### src/logic/packet_config.svh
`ifndef PACKET_CONFIG_SVH
`define PACKET_CONFIG_SVH

// Packet payload width in bits
`define PACKET_W 32

// Ring buffer address width, 16 entries
`define BUF_AW 4

// Edge PE lanes feeding the write arbiter
`define NUM_EDGE_PE 4

// Output FIFO address width, 4 entries
`define FIFO_AW 2

`endif

### src/logic/packet_pkg.sv
`include "packet_config.svh"

package packet_pkg;

    // One packet as stored in the ring buffer
    typedef logic [`PACKET_W-1:0] packet_t;

    // Physical SRAM word address
    typedef logic [`BUF_AW-1:0] sram_addr_t;

    // Ring pointer, MSB is the wrap bit
    typedef logic [`BUF_AW:0] buf_ptr_t;

    // Read sequencer states
    typedef enum logic [1:0] {
        SEQ_IDLE,
        SEQ_STREAM,
        SEQ_HALT
    } seq_state_t;

endpackage

### src/logic/write_arbiter.sv
`timescale 1ns/1ps
`include "packet_config.svh"

module write_arbiter (
    input  logic                          clk,
    input  logic                          reset,
    input  logic                          replay,
    input  logic                          accept_en,
    input  logic                          dp_valid,
    input  packet_pkg::packet_t           dp_packet,
    output logic                          dp_ready,
    input  logic [`NUM_EDGE_PE-1:0]       pe_valid,
    input  packet_pkg::packet_t           pe_packet [`NUM_EDGE_PE],
    output logic [`NUM_EDGE_PE-1:0]       pe_ready,
    output logic                          wr_req,
    output packet_pkg::sram_addr_t        wr_addr,
    output packet_pkg::packet_t           wr_data,
    output packet_pkg::buf_ptr_t          wr_ptr
);
    import packet_pkg::*;

    logic    grant_en;
    logic    lower_valid;
    packet_t pe_data;

    // A write in the replay cycle would be lost when the pointer clears
    assign grant_en = accept_en && !replay;

    // Each PE ready only looks at the datapath and the lower lanes,
    // never at its own valid
    always_comb begin
        pe_ready    = '0;
        pe_data     = pe_packet[0];
        lower_valid = 1'b0;
        for (int i = 0; i < `NUM_EDGE_PE; i++) begin
            pe_ready[i] = grant_en && !dp_valid && !lower_valid;
            if (pe_valid[i] && !lower_valid) begin
                pe_data = pe_packet[i];
            end
            lower_valid = lower_valid | pe_valid[i];
        end
    end

    assign dp_ready = grant_en;
    assign wr_req   = grant_en && (dp_valid || (|pe_valid));
    assign wr_data  = dp_valid ? dp_packet : pe_data;
    assign wr_addr  = wr_ptr[`BUF_AW-1:0];

    always_ff @(posedge clk) begin
        if (reset || replay) begin
            wr_ptr <= '0;
        end else if (wr_req) begin
            wr_ptr <= wr_ptr + buf_ptr_t'(1);
        end
    end

endmodule

### src/logic/read_sequencer.sv
`timescale 1ns/1ps
`include "packet_config.svh"

module read_sequencer (
    input  logic                   clk,
    input  logic                   reset,
    input  logic                   replay,
    input  logic                   done,
    input  packet_pkg::buf_ptr_t   wr_ptr,
    input  logic                   wr_req,
    input  logic                   fifo_space,
    output logic                   accept_en,
    output logic                   rd_req,
    output packet_pkg::sram_addr_t rd_addr
);
    import packet_pkg::*;

    seq_state_t state;
    seq_state_t state_next;
    buf_ptr_t   rd_ptr;
    buf_ptr_t   occupancy;
    logic       buf_full;
    logic       buf_non_empty;
    logic       streaming;

    // Wrap bit makes the difference the exact fill level
    assign occupancy     = wr_ptr - rd_ptr;
    assign buf_full      = occupancy[`BUF_AW];
    assign buf_non_empty = (occupancy != '0);
    assign streaming     = (state == SEQ_STREAM);

    always_comb begin
        state_next = state;
        case (state)
            SEQ_IDLE: begin
                state_next = SEQ_STREAM;
            end
            SEQ_STREAM: begin
                if (done) begin
                    state_next = SEQ_HALT;
                end
            end
            // Held until replay or reset
            SEQ_HALT: begin
                state_next = SEQ_HALT;
            end
            default: begin
                state_next = SEQ_IDLE;
            end
        endcase
    end

    // Replay takes priority over a done in the same cycle
    always_ff @(posedge clk) begin
        if (reset || replay) begin
            state  <= SEQ_IDLE;
            rd_ptr <= '0;
        end else begin
            state <= state_next;
            if (rd_req) begin
                rd_ptr <= rd_ptr + buf_ptr_t'(1);
            end
        end
    end

    assign accept_en = streaming && !buf_full;

    // Reads only fill port cycles left free by the writer
    assign rd_req  = streaming && !wr_req && buf_non_empty && fifo_space;
    assign rd_addr = rd_ptr[`BUF_AW-1:0];

endmodule

### src/logic/sram_port_ctrl.sv
`timescale 1ns/1ps
`include "packet_config.svh"

module sram_port_ctrl (
    input  logic                   clk,
    input  logic                   reset,
    input  logic                   replay,
    input  logic                   wr_req,
    input  packet_pkg::sram_addr_t wr_addr,
    input  packet_pkg::packet_t    wr_data,
    input  logic                   rd_req,
    input  packet_pkg::sram_addr_t rd_addr,
    output logic                   sram_en,
    output logic                   sram_we,
    output packet_pkg::sram_addr_t sram_addr,
    output packet_pkg::packet_t    sram_wdata,
    input  packet_pkg::packet_t    sram_rdata,
    input  logic [`FIFO_AW:0]      fifo_count,
    output logic                   fifo_push,
    output packet_pkg::packet_t    fifo_data,
    output logic                   fifo_space
);
    localparam logic [`FIFO_AW+1:0] FIFO_DEPTH = (`FIFO_AW+2)'(1 << `FIFO_AW);

    logic                 rd_pending;
    logic [`FIFO_AW+1:0]  credit_used;

    // Write owns the port whenever it asks
    assign sram_en    = wr_req || rd_req;
    assign sram_we    = wr_req;
    assign sram_addr  = wr_req ? wr_addr : rd_addr;
    assign sram_wdata = wr_data;

    // One read in flight while the SRAM output register fills
    always_ff @(posedge clk) begin
        if (reset || replay) begin
            rd_pending <= 1'b0;
        end else begin
            rd_pending <= rd_req;
        end
    end

    assign fifo_push = rd_pending;
    assign fifo_data = sram_rdata;

    // Reserve a slot for the read still on its way
    assign credit_used = {1'b0, fifo_count} + {{(`FIFO_AW+1){1'b0}}, rd_pending};
    assign fifo_space  = (credit_used < FIFO_DEPTH);

endmodule

### src/logic/packet_sram.sv
`timescale 1ns/1ps
`include "packet_config.svh"

module packet_sram (
    input  logic                   clk,
    input  logic                   en,
    input  logic                   we,
    input  packet_pkg::sram_addr_t addr,
    input  packet_pkg::packet_t    wdata,
    output packet_pkg::packet_t    rdata
);
    import packet_pkg::*;

    localparam int DEPTH = 1 << `BUF_AW;

    packet_t mem [DEPTH];

    // Single port, read data valid the cycle after the request
    always_ff @(posedge clk) begin
        if (en) begin
            if (we) begin
                mem[addr] <= wdata;
            end else begin
                rdata <= mem[addr];
            end
        end
    end

endmodule

### src/logic/packet_fifo.sv
`timescale 1ns/1ps
`include "packet_config.svh"

module packet_fifo (
    input  logic                clk,
    input  logic                reset,
    input  logic                flush,
    input  logic                push,
    input  packet_pkg::packet_t push_data,
    output logic [`FIFO_AW:0]   count,
    output logic                out_valid,
    output packet_pkg::packet_t out_packet,
    input  logic                out_ready
);
    import packet_pkg::*;

    localparam int DEPTH = 1 << `FIFO_AW;

    packet_t              mem [DEPTH];
    logic [`FIFO_AW-1:0]  wr_idx;
    logic [`FIFO_AW-1:0]  rd_idx;
    logic                 fifo_full;
    logic                 push_ok;
    logic                 pop;

    assign fifo_full  = count[`FIFO_AW];
    assign out_valid  = (count != '0);
    assign out_packet = mem[rd_idx];
    assign pop        = out_valid && out_ready;

    // Upstream credit keeps this from ever dropping data
    assign push_ok = push && !fifo_full;

    always_ff @(posedge clk) begin
        if (push_ok) begin
            mem[wr_idx] <= push_data;
        end
    end

    always_ff @(posedge clk) begin
        if (reset || flush) begin
            wr_idx <= '0;
            rd_idx <= '0;
            count  <= '0;
        end else begin
            if (push_ok) begin
                wr_idx <= wr_idx + 1'b1;
            end
            if (pop) begin
                rd_idx <= rd_idx + 1'b1;
            end
            case ({push_ok, pop})
                2'b10:   count <= count + 1'b1;
                2'b01:   count <= count - 1'b1;
                default: count <= count;
            endcase
        end
    end

endmodule

### src/logic/packet_buffer.sv
`timescale 1ns/1ps
`include "packet_config.svh"

module packet_buffer (
    input  logic                    clk,
    input  logic                    reset,
    input  logic                    replay,
    input  logic                    done,
    input  logic                    dp_valid,
    input  packet_pkg::packet_t     dp_packet,
    output logic                    dp_ready,
    input  logic [`NUM_EDGE_PE-1:0] pe_valid,
    input  packet_pkg::packet_t     pe_packet [`NUM_EDGE_PE],
    output logic [`NUM_EDGE_PE-1:0] pe_ready,
    output logic                    out_valid,
    output packet_pkg::packet_t     out_packet,
    input  logic                    out_ready
);
    import packet_pkg::*;

    logic                accept_en;
    logic                wr_req;
    sram_addr_t          wr_addr;
    packet_t             wr_data;
    buf_ptr_t            wr_ptr;
    logic                rd_req;
    sram_addr_t          rd_addr;
    logic                sram_en;
    logic                sram_we;
    sram_addr_t          sram_addr;
    packet_t             sram_wdata;
    packet_t             sram_rdata;
    logic [`FIFO_AW:0]   fifo_count;
    logic                fifo_push;
    packet_t             fifo_data;
    logic                fifo_space;

    write_arbiter u_write_arbiter (
        .clk       (clk),
        .reset     (reset),
        .replay    (replay),
        .accept_en (accept_en),
        .dp_valid  (dp_valid),
        .dp_packet (dp_packet),
        .dp_ready  (dp_ready),
        .pe_valid  (pe_valid),
        .pe_packet (pe_packet),
        .pe_ready  (pe_ready),
        .wr_req    (wr_req),
        .wr_addr   (wr_addr),
        .wr_data   (wr_data),
        .wr_ptr    (wr_ptr)
    );

    read_sequencer u_read_sequencer (
        .clk        (clk),
        .reset      (reset),
        .replay     (replay),
        .done       (done),
        .wr_ptr     (wr_ptr),
        .wr_req     (wr_req),
        .fifo_space (fifo_space),
        .accept_en  (accept_en),
        .rd_req     (rd_req),
        .rd_addr    (rd_addr)
    );

    sram_port_ctrl u_sram_port_ctrl (
        .clk        (clk),
        .reset      (reset),
        .replay     (replay),
        .wr_req     (wr_req),
        .wr_addr    (wr_addr),
        .wr_data    (wr_data),
        .rd_req     (rd_req),
        .rd_addr    (rd_addr),
        .sram_en    (sram_en),
        .sram_we    (sram_we),
        .sram_addr  (sram_addr),
        .sram_wdata (sram_wdata),
        .sram_rdata (sram_rdata),
        .fifo_count (fifo_count),
        .fifo_push  (fifo_push),
        .fifo_data  (fifo_data),
        .fifo_space (fifo_space)
    );

    packet_sram u_packet_sram (
        .clk   (clk),
        .en    (sram_en),
        .we    (sram_we),
        .addr  (sram_addr),
        .wdata (sram_wdata),
        .rdata (sram_rdata)
    );

    // Replay also discards whatever is waiting at the output
    packet_fifo u_packet_fifo (
        .clk        (clk),
        .reset      (reset),
        .flush      (replay),
        .push       (fifo_push),
        .push_data  (fifo_data),
        .count      (fifo_count),
        .out_valid  (out_valid),
        .out_packet (out_packet),
        .out_ready  (out_ready)
    );

endmodule

### config.mk
export PLATFORM = sky130hd
export DESIGN_NAME = packet_buffer
export DESIGN_NICKNAME = d
export VERILOG_FILES = /design/src/logic/packet_pkg.sv /design/src/logic/write_arbiter.sv /design/src/logic/read_sequencer.sv /design/src/logic/sram_port_ctrl.sv /design/src/logic/packet_sram.sv /design/src/logic/packet_fifo.sv /design/src/logic/packet_buffer.sv
export VERILOG_INCLUDE_DIRS = /design/src /design/src/logic
export SDC_FILE = /design/constraint.sdc
export NUM_CORES = 1
export LEC_CHECK = 0
export CORE_MARGIN = 10
export CORE_UTILIZATION = 61
export CTS_CLUSTER_SIZE = 14
export DETAILED_ROUTE_END_ITERATION = 8
export DONT_BUFFER_PORTS = 1
export GPL_TIMING_DRIVEN = 0
export PLACE_DENSITY = 0.88
export SLEW_MARGIN = 20
export SYNTH_ARGS = -nofsm -noshare
export SYNTH_HDL_FRONTEND = slang
export SYNTH_HIERARCHICAL = 1
export SYNTH_SLANG_ARGS = --single-unit
### constraint.sdc
create_clock -name clk -period 6.5 [get_ports clk]
set_clock_uncertainty 0.2 [all_clocks]
set_input_delay 1.3 -clock clk [delete_from_list [all_inputs] [get_ports clk]]
set_output_delay 1.3 -clock clk [all_outputs]
set_load 0.03 [all_outputs]
Word level (Yosys, flattened, before mapping)
Memories as Yosys holds them, arrays and structs flattened. A register that Yosys moved wholly into a read port is not among the register bits. Cells that the tools add are included.

Register bits: 20. Latch bits: 0. RAM bits: 640. Memory bits (read-only): 0. Input bits: 170. Word-level logic and storage cells: 73. Memories kept: 2.

Memories: u_packet_sram.mem (depth 16, bits a word 32, rd ports 1, clocked after Yosys merged registers in 1, wr ports 1, RTL line packet_sram.sv:16) `packet_t mem [DEPTH];`; u_packet_fifo.mem (depth 4, bits a word 32, rd ports 1, clocked after Yosys merged registers in 1, wr ports 1, RTL line packet_fifo.sv:19) `packet_t mem [DEPTH];`.

$add $sub $neg: 8. Multipliers: 0. Divide/modulo/power cells: 0. $lt $le $gt $ge: 1. Equality and inequality tests: 5. Shift operators: 0. Muxes and demuxes: 15. Bitwise gates (word level): 3. Reductions and logical operators: 32.

Operators with widths (number): 32-bit 2-to-1 mux (4); 1-bit logical AND (15); 5-bit by 1-bit adder with 5-bit output (second input constant) (2); 1-bit logical NOT (8); 2-bit 2-to-1 mux (3); 2-bit one-hot mux with 3 select lines (1); 3-bit one-hot mux with 2 select lines (1); 1-bit 2-to-1 mux (5); 5-bit nonzero test (1); 5-bit subtractor (1); 2-bit by 1-bit adder with 2-bit output (second input constant) (2); 3-bit by 1-bit adder with 4-bit output (1); 2-bit by 1-bit == test with 1-bit output (second input constant) (2); 2-bit == test (second input constant) (2); 4-bit by 3-bit less-than comparator with 1-bit output (second input constant) (1); 4-bit 2-to-1 mux (1); 4-bit OR reduction (1); 3-bit by 1-bit adder with 3-bit output (second input constant) (1); 1-bit logical OR (3); 3-bit nonzero test (1); 3-bit by 1-bit subtractor with 3-bit output (second input constant) (1); 2-bit logical NOT (1); 2-bit != test (second input constant) (1); 1-bit bitwise OR (2); 3 further kinds (3).

Longest topological paths before layout
Word-level depth: 12. Gate-level depth with buffers: 18. Gate-level depth less buffers: 16.

Hierarchy
The synthesis kept the hierarchy.

Modules (own cells, without submodules): packet_sram (instances 1, cells each 844, area each 20216.9 µm², seq. area each 16335.7 µm²); packet_fifo (instances 1, cells each 217, area each 5117.4 µm², seq. area each 4023.9 µm²); write_arbiter (instances 1, cells each 201, area each 1281.2 µm², seq. area each 100.1 µm²); read_sequencer (instances 1, cells each 70, area each 614.3 µm², seq. area each 140.1 µm²); sram_port_ctrl (instances 1, cells each 73, area each 573.0 µm², seq. area each 20.0 µm²).

Worst setup path before layout
No wires, ideal clock.

Kind: reg2reg. From: register u_write_arbiter.wr_ptr[0]. To: memory u_packet_sram/mem[0][0] in the netlist's numbering (enable). Setup time: 0.461 ns. Arrival: 5.395 ns. Required time: 5.839 ns. Setup slack: 0.444 ns. Stages on the path, launching flop included: 18. Path through: dfxtp_1 buf_4 inv_1 ha_1 inv_1 fa_1 nand3_1 nand3_2 a21boi_0 nand2b_1 a21o_1 inv_1 mux2_2 clkbuf_1 buf_6 buf_4 or3_1 nor3_1.

RTL lines: start: declaration (RTL line write_arbiter.sv:18) `output packet_pkg::buf_ptr_t wr_ptr`; start signal: assignment (RTL line write_arbiter.sv:53) `wr_ptr <= wr_ptr + buf_ptr_t'(1);`; 5-bit subtractor (RTL line read_sequencer.sv:27) `assign occupancy = wr_ptr - rd_ptr;`; 1-bit logical NOT (RTL line read_sequencer.sv:66) `assign accept_en = streaming && !buf_full;`; 1-bit logical AND (RTL line read_sequencer.sv:66); named net accept_en (RTL line packet_buffer.sv:21) `logic accept_en;`; 1-bit logical AND (RTL line write_arbiter.sv:27) `assign grant_en = accept_en && !replay;`; 1-bit logical AND (RTL line write_arbiter.sv:45) `assign wr_req = grant_en && (dp_valid || (|pe_valid));`; named net wr_req (RTL line packet_buffer.sv:22) `logic wr_req;`; 4-bit 2-to-1 mux (RTL line sram_port_ctrl.sv:31) `assign sram_addr = wr_req ? wr_addr : rd_addr;`; named net sram_addr[0] (RTL line packet_buffer.sv:30) `sram_addr_t sram_addr;`; end: declaration (RTL line packet_sram.sv:16).

The timed path passes the listed nets, and every way through them passes these cells.

Worst setup path in the final report
From: register u_write_arbiter.wr_ptr[0]. To: memory u_packet_sram/mem[7][14] in the netlist's numbering (enable).

Same word-level chain as after synthesis.

==> reports/metrics.yaml <==
run_status:
  status: "finished, final reports clean"
worst_setup_path:
  start_kind: "register"
  critical-path-max-stage-delay_ns: 0.90
  arrival_ns: 6.43
  crit_path_end_kind: "register"
  worst-path-buf-inv: 8
  crit_family: "buffers and inverters"
  crit_fanout: 18
  timing.rr.start: "u_write_arbiter/wr_ptr[0]"
  path_class: "reg -> reg"
  cpMaxStageDelayCell: "nor2_4"
  critPathMostFrequentCell: "inv_1"
  startpoint: "u_write_arbiter/wr_ptr[0]"
  crit_chain: "buf_4 > inv_1 > ha_1 > inv_1 > fa_1 > nand3_1 > nand3_2 > a21boi_0 > nand2b_1 > a21o_1 > inv_1 > mux2_2 > buf_2 > buf_2 > buf_1 > nand4_1 > nor2_4 > buf_16"
  cp.required_ns: 6.59
synthesis:
  yosysWarnings: 6
  synth_cells: 1405
  syn-num-nets: 1590
  synth.avg_cell_area_um2: 19.79
  ys.flop_type: "edfxtp_1"
  synthArstFlopShare: 0
  synthesis.area_um2: 27800
  synth-edff-count: 672
  yosysSeqAreaShare: 0.7416
  ys_seq_elements: 694
  synth.distinct_cells: 51
sta:
  fin_crit_ns: 6.340
  tightest_slew_ns: 1.128
  finalSetupTns_ns: 0
  slew-limit-headroom: 0.2477
  setup_ws_ns: 0.1599
  fmax_mhz: 157.7
  post-route-period-util: 0.9754
  setup_viol: 0
  hold_violations: 0
  slew_violations: 0
  rsz0062_at_grt: "false"
global_routing:
  antenna_found_initial: 6
  grt_pass1_vias: 16230
  grt_usage: 0.2818
  grt_overflow: 0
  grt_max_degree: 30
  grt_first_pass_wirelength_um: 110300
clocking:
  cts_sinks: 694
  numCtsBuffers: 67
  clkSlewWorstSetupHoldPaths_ns: 0.06
  cts-htree-levels: 3
  cts_tree: "yes"
  cts_root_buffer: "clkbuf_16"
  insertion_delay_ns: 0.59
  postCtsSetupRepairBufs: 0
  cts_buffer_depth: 3
final_layout:
  finish.net_count: 1692
  fillers: 2502
  seqCellArea_um2: 20620
  stdcell_count: 2153
  syn_to_final_growth_pct: 12.75
  drive_gt1_frac: 0.2732
  fin_util: 0.6938
  final_area_um2: 31350
  multi_input_area_um2: 6251
drt:
  drcViolationCount: 0
  drt_wl_total_um: 75380
  wl_per_cell_um: 35.01
  detail_route.first_pass.iterations: 5
  drt_first_iter_violations: 2314
  ant_nets: 0
  viasPerCell: 7.112
  route.vias.total: 15310
floorplan:
  fp.dieH_um: 233.5
  ios: 208
  row_count: 78
  core-area_um2: 45190
  start_util: 0.6153
  die_x_um: 233.5
  die_area_um2: 54520
min_path:
  hold_path.class: "reg -> reg"
  min_from: "u_read_sequencer/rd_ptr[4]"
placement:
  placedCellCount: 2038
  io_buffers: 0
  place_hpwl_um: 46060
  placed_area_um2: 29260
  place_ws_ns: 0.6448
  place_congestion: 0.9527
run:
  max_cap_viol_count: 0
pwr:
  power.leakage_uw: 0.009745
  p_per_area_nw_per_um2: 285.5
  ir_worst_vdd_uv: 177.5
[power by group]
| part | internal (uW) | switching (uW) |
|---|---|---|
| Sequential | 4950 | 3.56 |
| Combinational | 71.8 | 179 |
| Clock | 2150 | 1600 |
| Total | 7170 | 1780 |
[layout by cell type, fill, tap and decap left out, types with 3 or more instances in the layout]
cell type,n
a21oi_1,38
a22oi_1,96
and2_2,4
buf_1,3
buf_12,6
buf_16,14
buf_2,22
buf_4,87
buf_6,13
bufinv_16,3
clkbuf_1,55
clkbuf_16,73
clkinv_1,13
clkinv_2,10
dfxtp_1,22
edfxtp_1,672
ha_1,13
inv_1,18
mux2_2,4
mux2i_1,7
mux4_2,158
nand2_1,44
nand2b_1,5
nand3_1,7
nor2_1,19
nor2_4,12
nor2b_1,5
nor3_1,4
nor3_2,3
o21ai_0,27
o21ai_1,12
o221ai_1,31
or2_2,3
or3_1,7
xnor2_1,5
xor2_1,4
[worst register-to-register path, delay by kind of cell (launching register included)]
| family | cells | cell delay (ns) |
|---|---|---|
| fa+ha+maj | 2 | 0.57 |
| flops | 1 | 0.37 |
| simple gates | 5 | 1.97 |
| buf+inv | 8 | 2.12 |
| mux | 1 | 0.24 |
| compound gates | 2 | 0.53 |
[registers in the layout (all words and copies together), names as in the netlist, named ones only]
signal                      count
u_write_arbiter/wr_ptr          5
u_sram_port_ctrl/fifo_push      1
u_packet_fifo/wr_idx            2
u_packet_sram/mem             512
u_read_sequencer/rd_ptr         5
u_packet_sram/rdata            32
u_read_sequencer/state          2
u_packet_fifo/mem             128
u_packet_fifo/rd_idx            2
u_packet_fifo/count             3
[cells in the mapped netlist, drive strengths merged, types with 2 or more instances]
master  count  share of area
a21oi      41         0.0081
a211oi      2        0.00054
nand2      44         0.0059
mux2        4         0.0016
nand3b      2        0.00054
clkbuf     41         0.0055
a22oi      96          0.026
nand2b      6         0.0016
nand4b      2        0.00063
edfxtp    672           0.73
nand4       2        0.00045
xnor2       5         0.0016
nor2b       6         0.0014
inv        18         0.0024
or3         7         0.0016
o21ai      39         0.0070
mux4      160           0.13
o221ai     31         0.0098
buf       112          0.030
nor2       31         0.0042
a21o        2        0.00059
xor2        4         0.0013
or2         3        0.00068
ha         13         0.0059
fa          2         0.0014
and2        5         0.0011
mux2i       7         0.0025
nor3        8         0.0014
nand3       8         0.0016
dfxtp      22          0.016
[path summary, 6_finish.rpt]
check,end,slack (ns),cells after the start
hold reg to reg,u_read_sequencer/rd_ptr[4],0.30,2
setup reg to reg,u_packet_sram/mem[7][14],0.16,18
hold / removal,u_read_sequencer/rd_ptr[4],0.30,2
setup / recovery,u_packet_sram/mem[7][14],0.16,18
[timing repair]
| item | in CTS | in global routing |
|---|---|---|
| hold buffers | 0 | 0 |
| endpoints found under the setup margin | 0 | 9 |
| endpoints found under the hold margin | 0 | 0 |
| gates resized for setup | 0 | 1 |
[per-stage QoR]
stage          hold WS (ns)  power, uW
2_1_floorplan        0.2551       5206
3_3_place_gp         0.2795       5266
3_5_place_dp         0.2848       5289
4_1_cts              0.2928       8988
5_1_grt              0.3350       9157
6_report             0.3004       8950
[logic make-up (layout without fill, tap and decap cells)]
| logic type | after synthesis | count (layout) | synth area share |
|---|---|---|---|
| AOI/OAI and AO/OA | 218 | 218 | 0.05396 |
| muxes | 171 | 171 | 0.1340 |
| other | 0 | 1 | 0 |
| DFF | 694 | 694 | 0.7416 |
| buffers and inverters | 171 | 318 | 0.03839 |
| and+or+nand+nor | 127 | 127 | 0.02187 |
| adders and majority gates | 15 | 15 | 0.007291 |
| xor gates and xnor gates | 9 | 9 | 0.002835 |
[per-layer routing]
metal / track usage / routed length [um] / up-vias
li1: - / - / 5934
met1: 0.3250 / 24030 / 7684
met2: 0.4739 / 38130 / 1377
met3: 0.07789 / 8952 / 309
met4: 0.1540 / 4211 / 8
met5: 0 / 57 / -
[cell type report]
cell class | instances | share of cell area
Multi-Input combinational cell | 540 | 0.1994
Clock buffer | 87 | 0.05995
Sequential cell | 694 | 0.6578
Inverter | 18 | 0.002155
Antenna cell | 1 | 0.00007982
Clock inverter | 27 | 0.006306
Timing Repair Buffer | 33 | 0.01852
Buffer | 153 | 0.03189
Tap cell | 600 | 0.02395
Power figures use the tool's default switching activity.
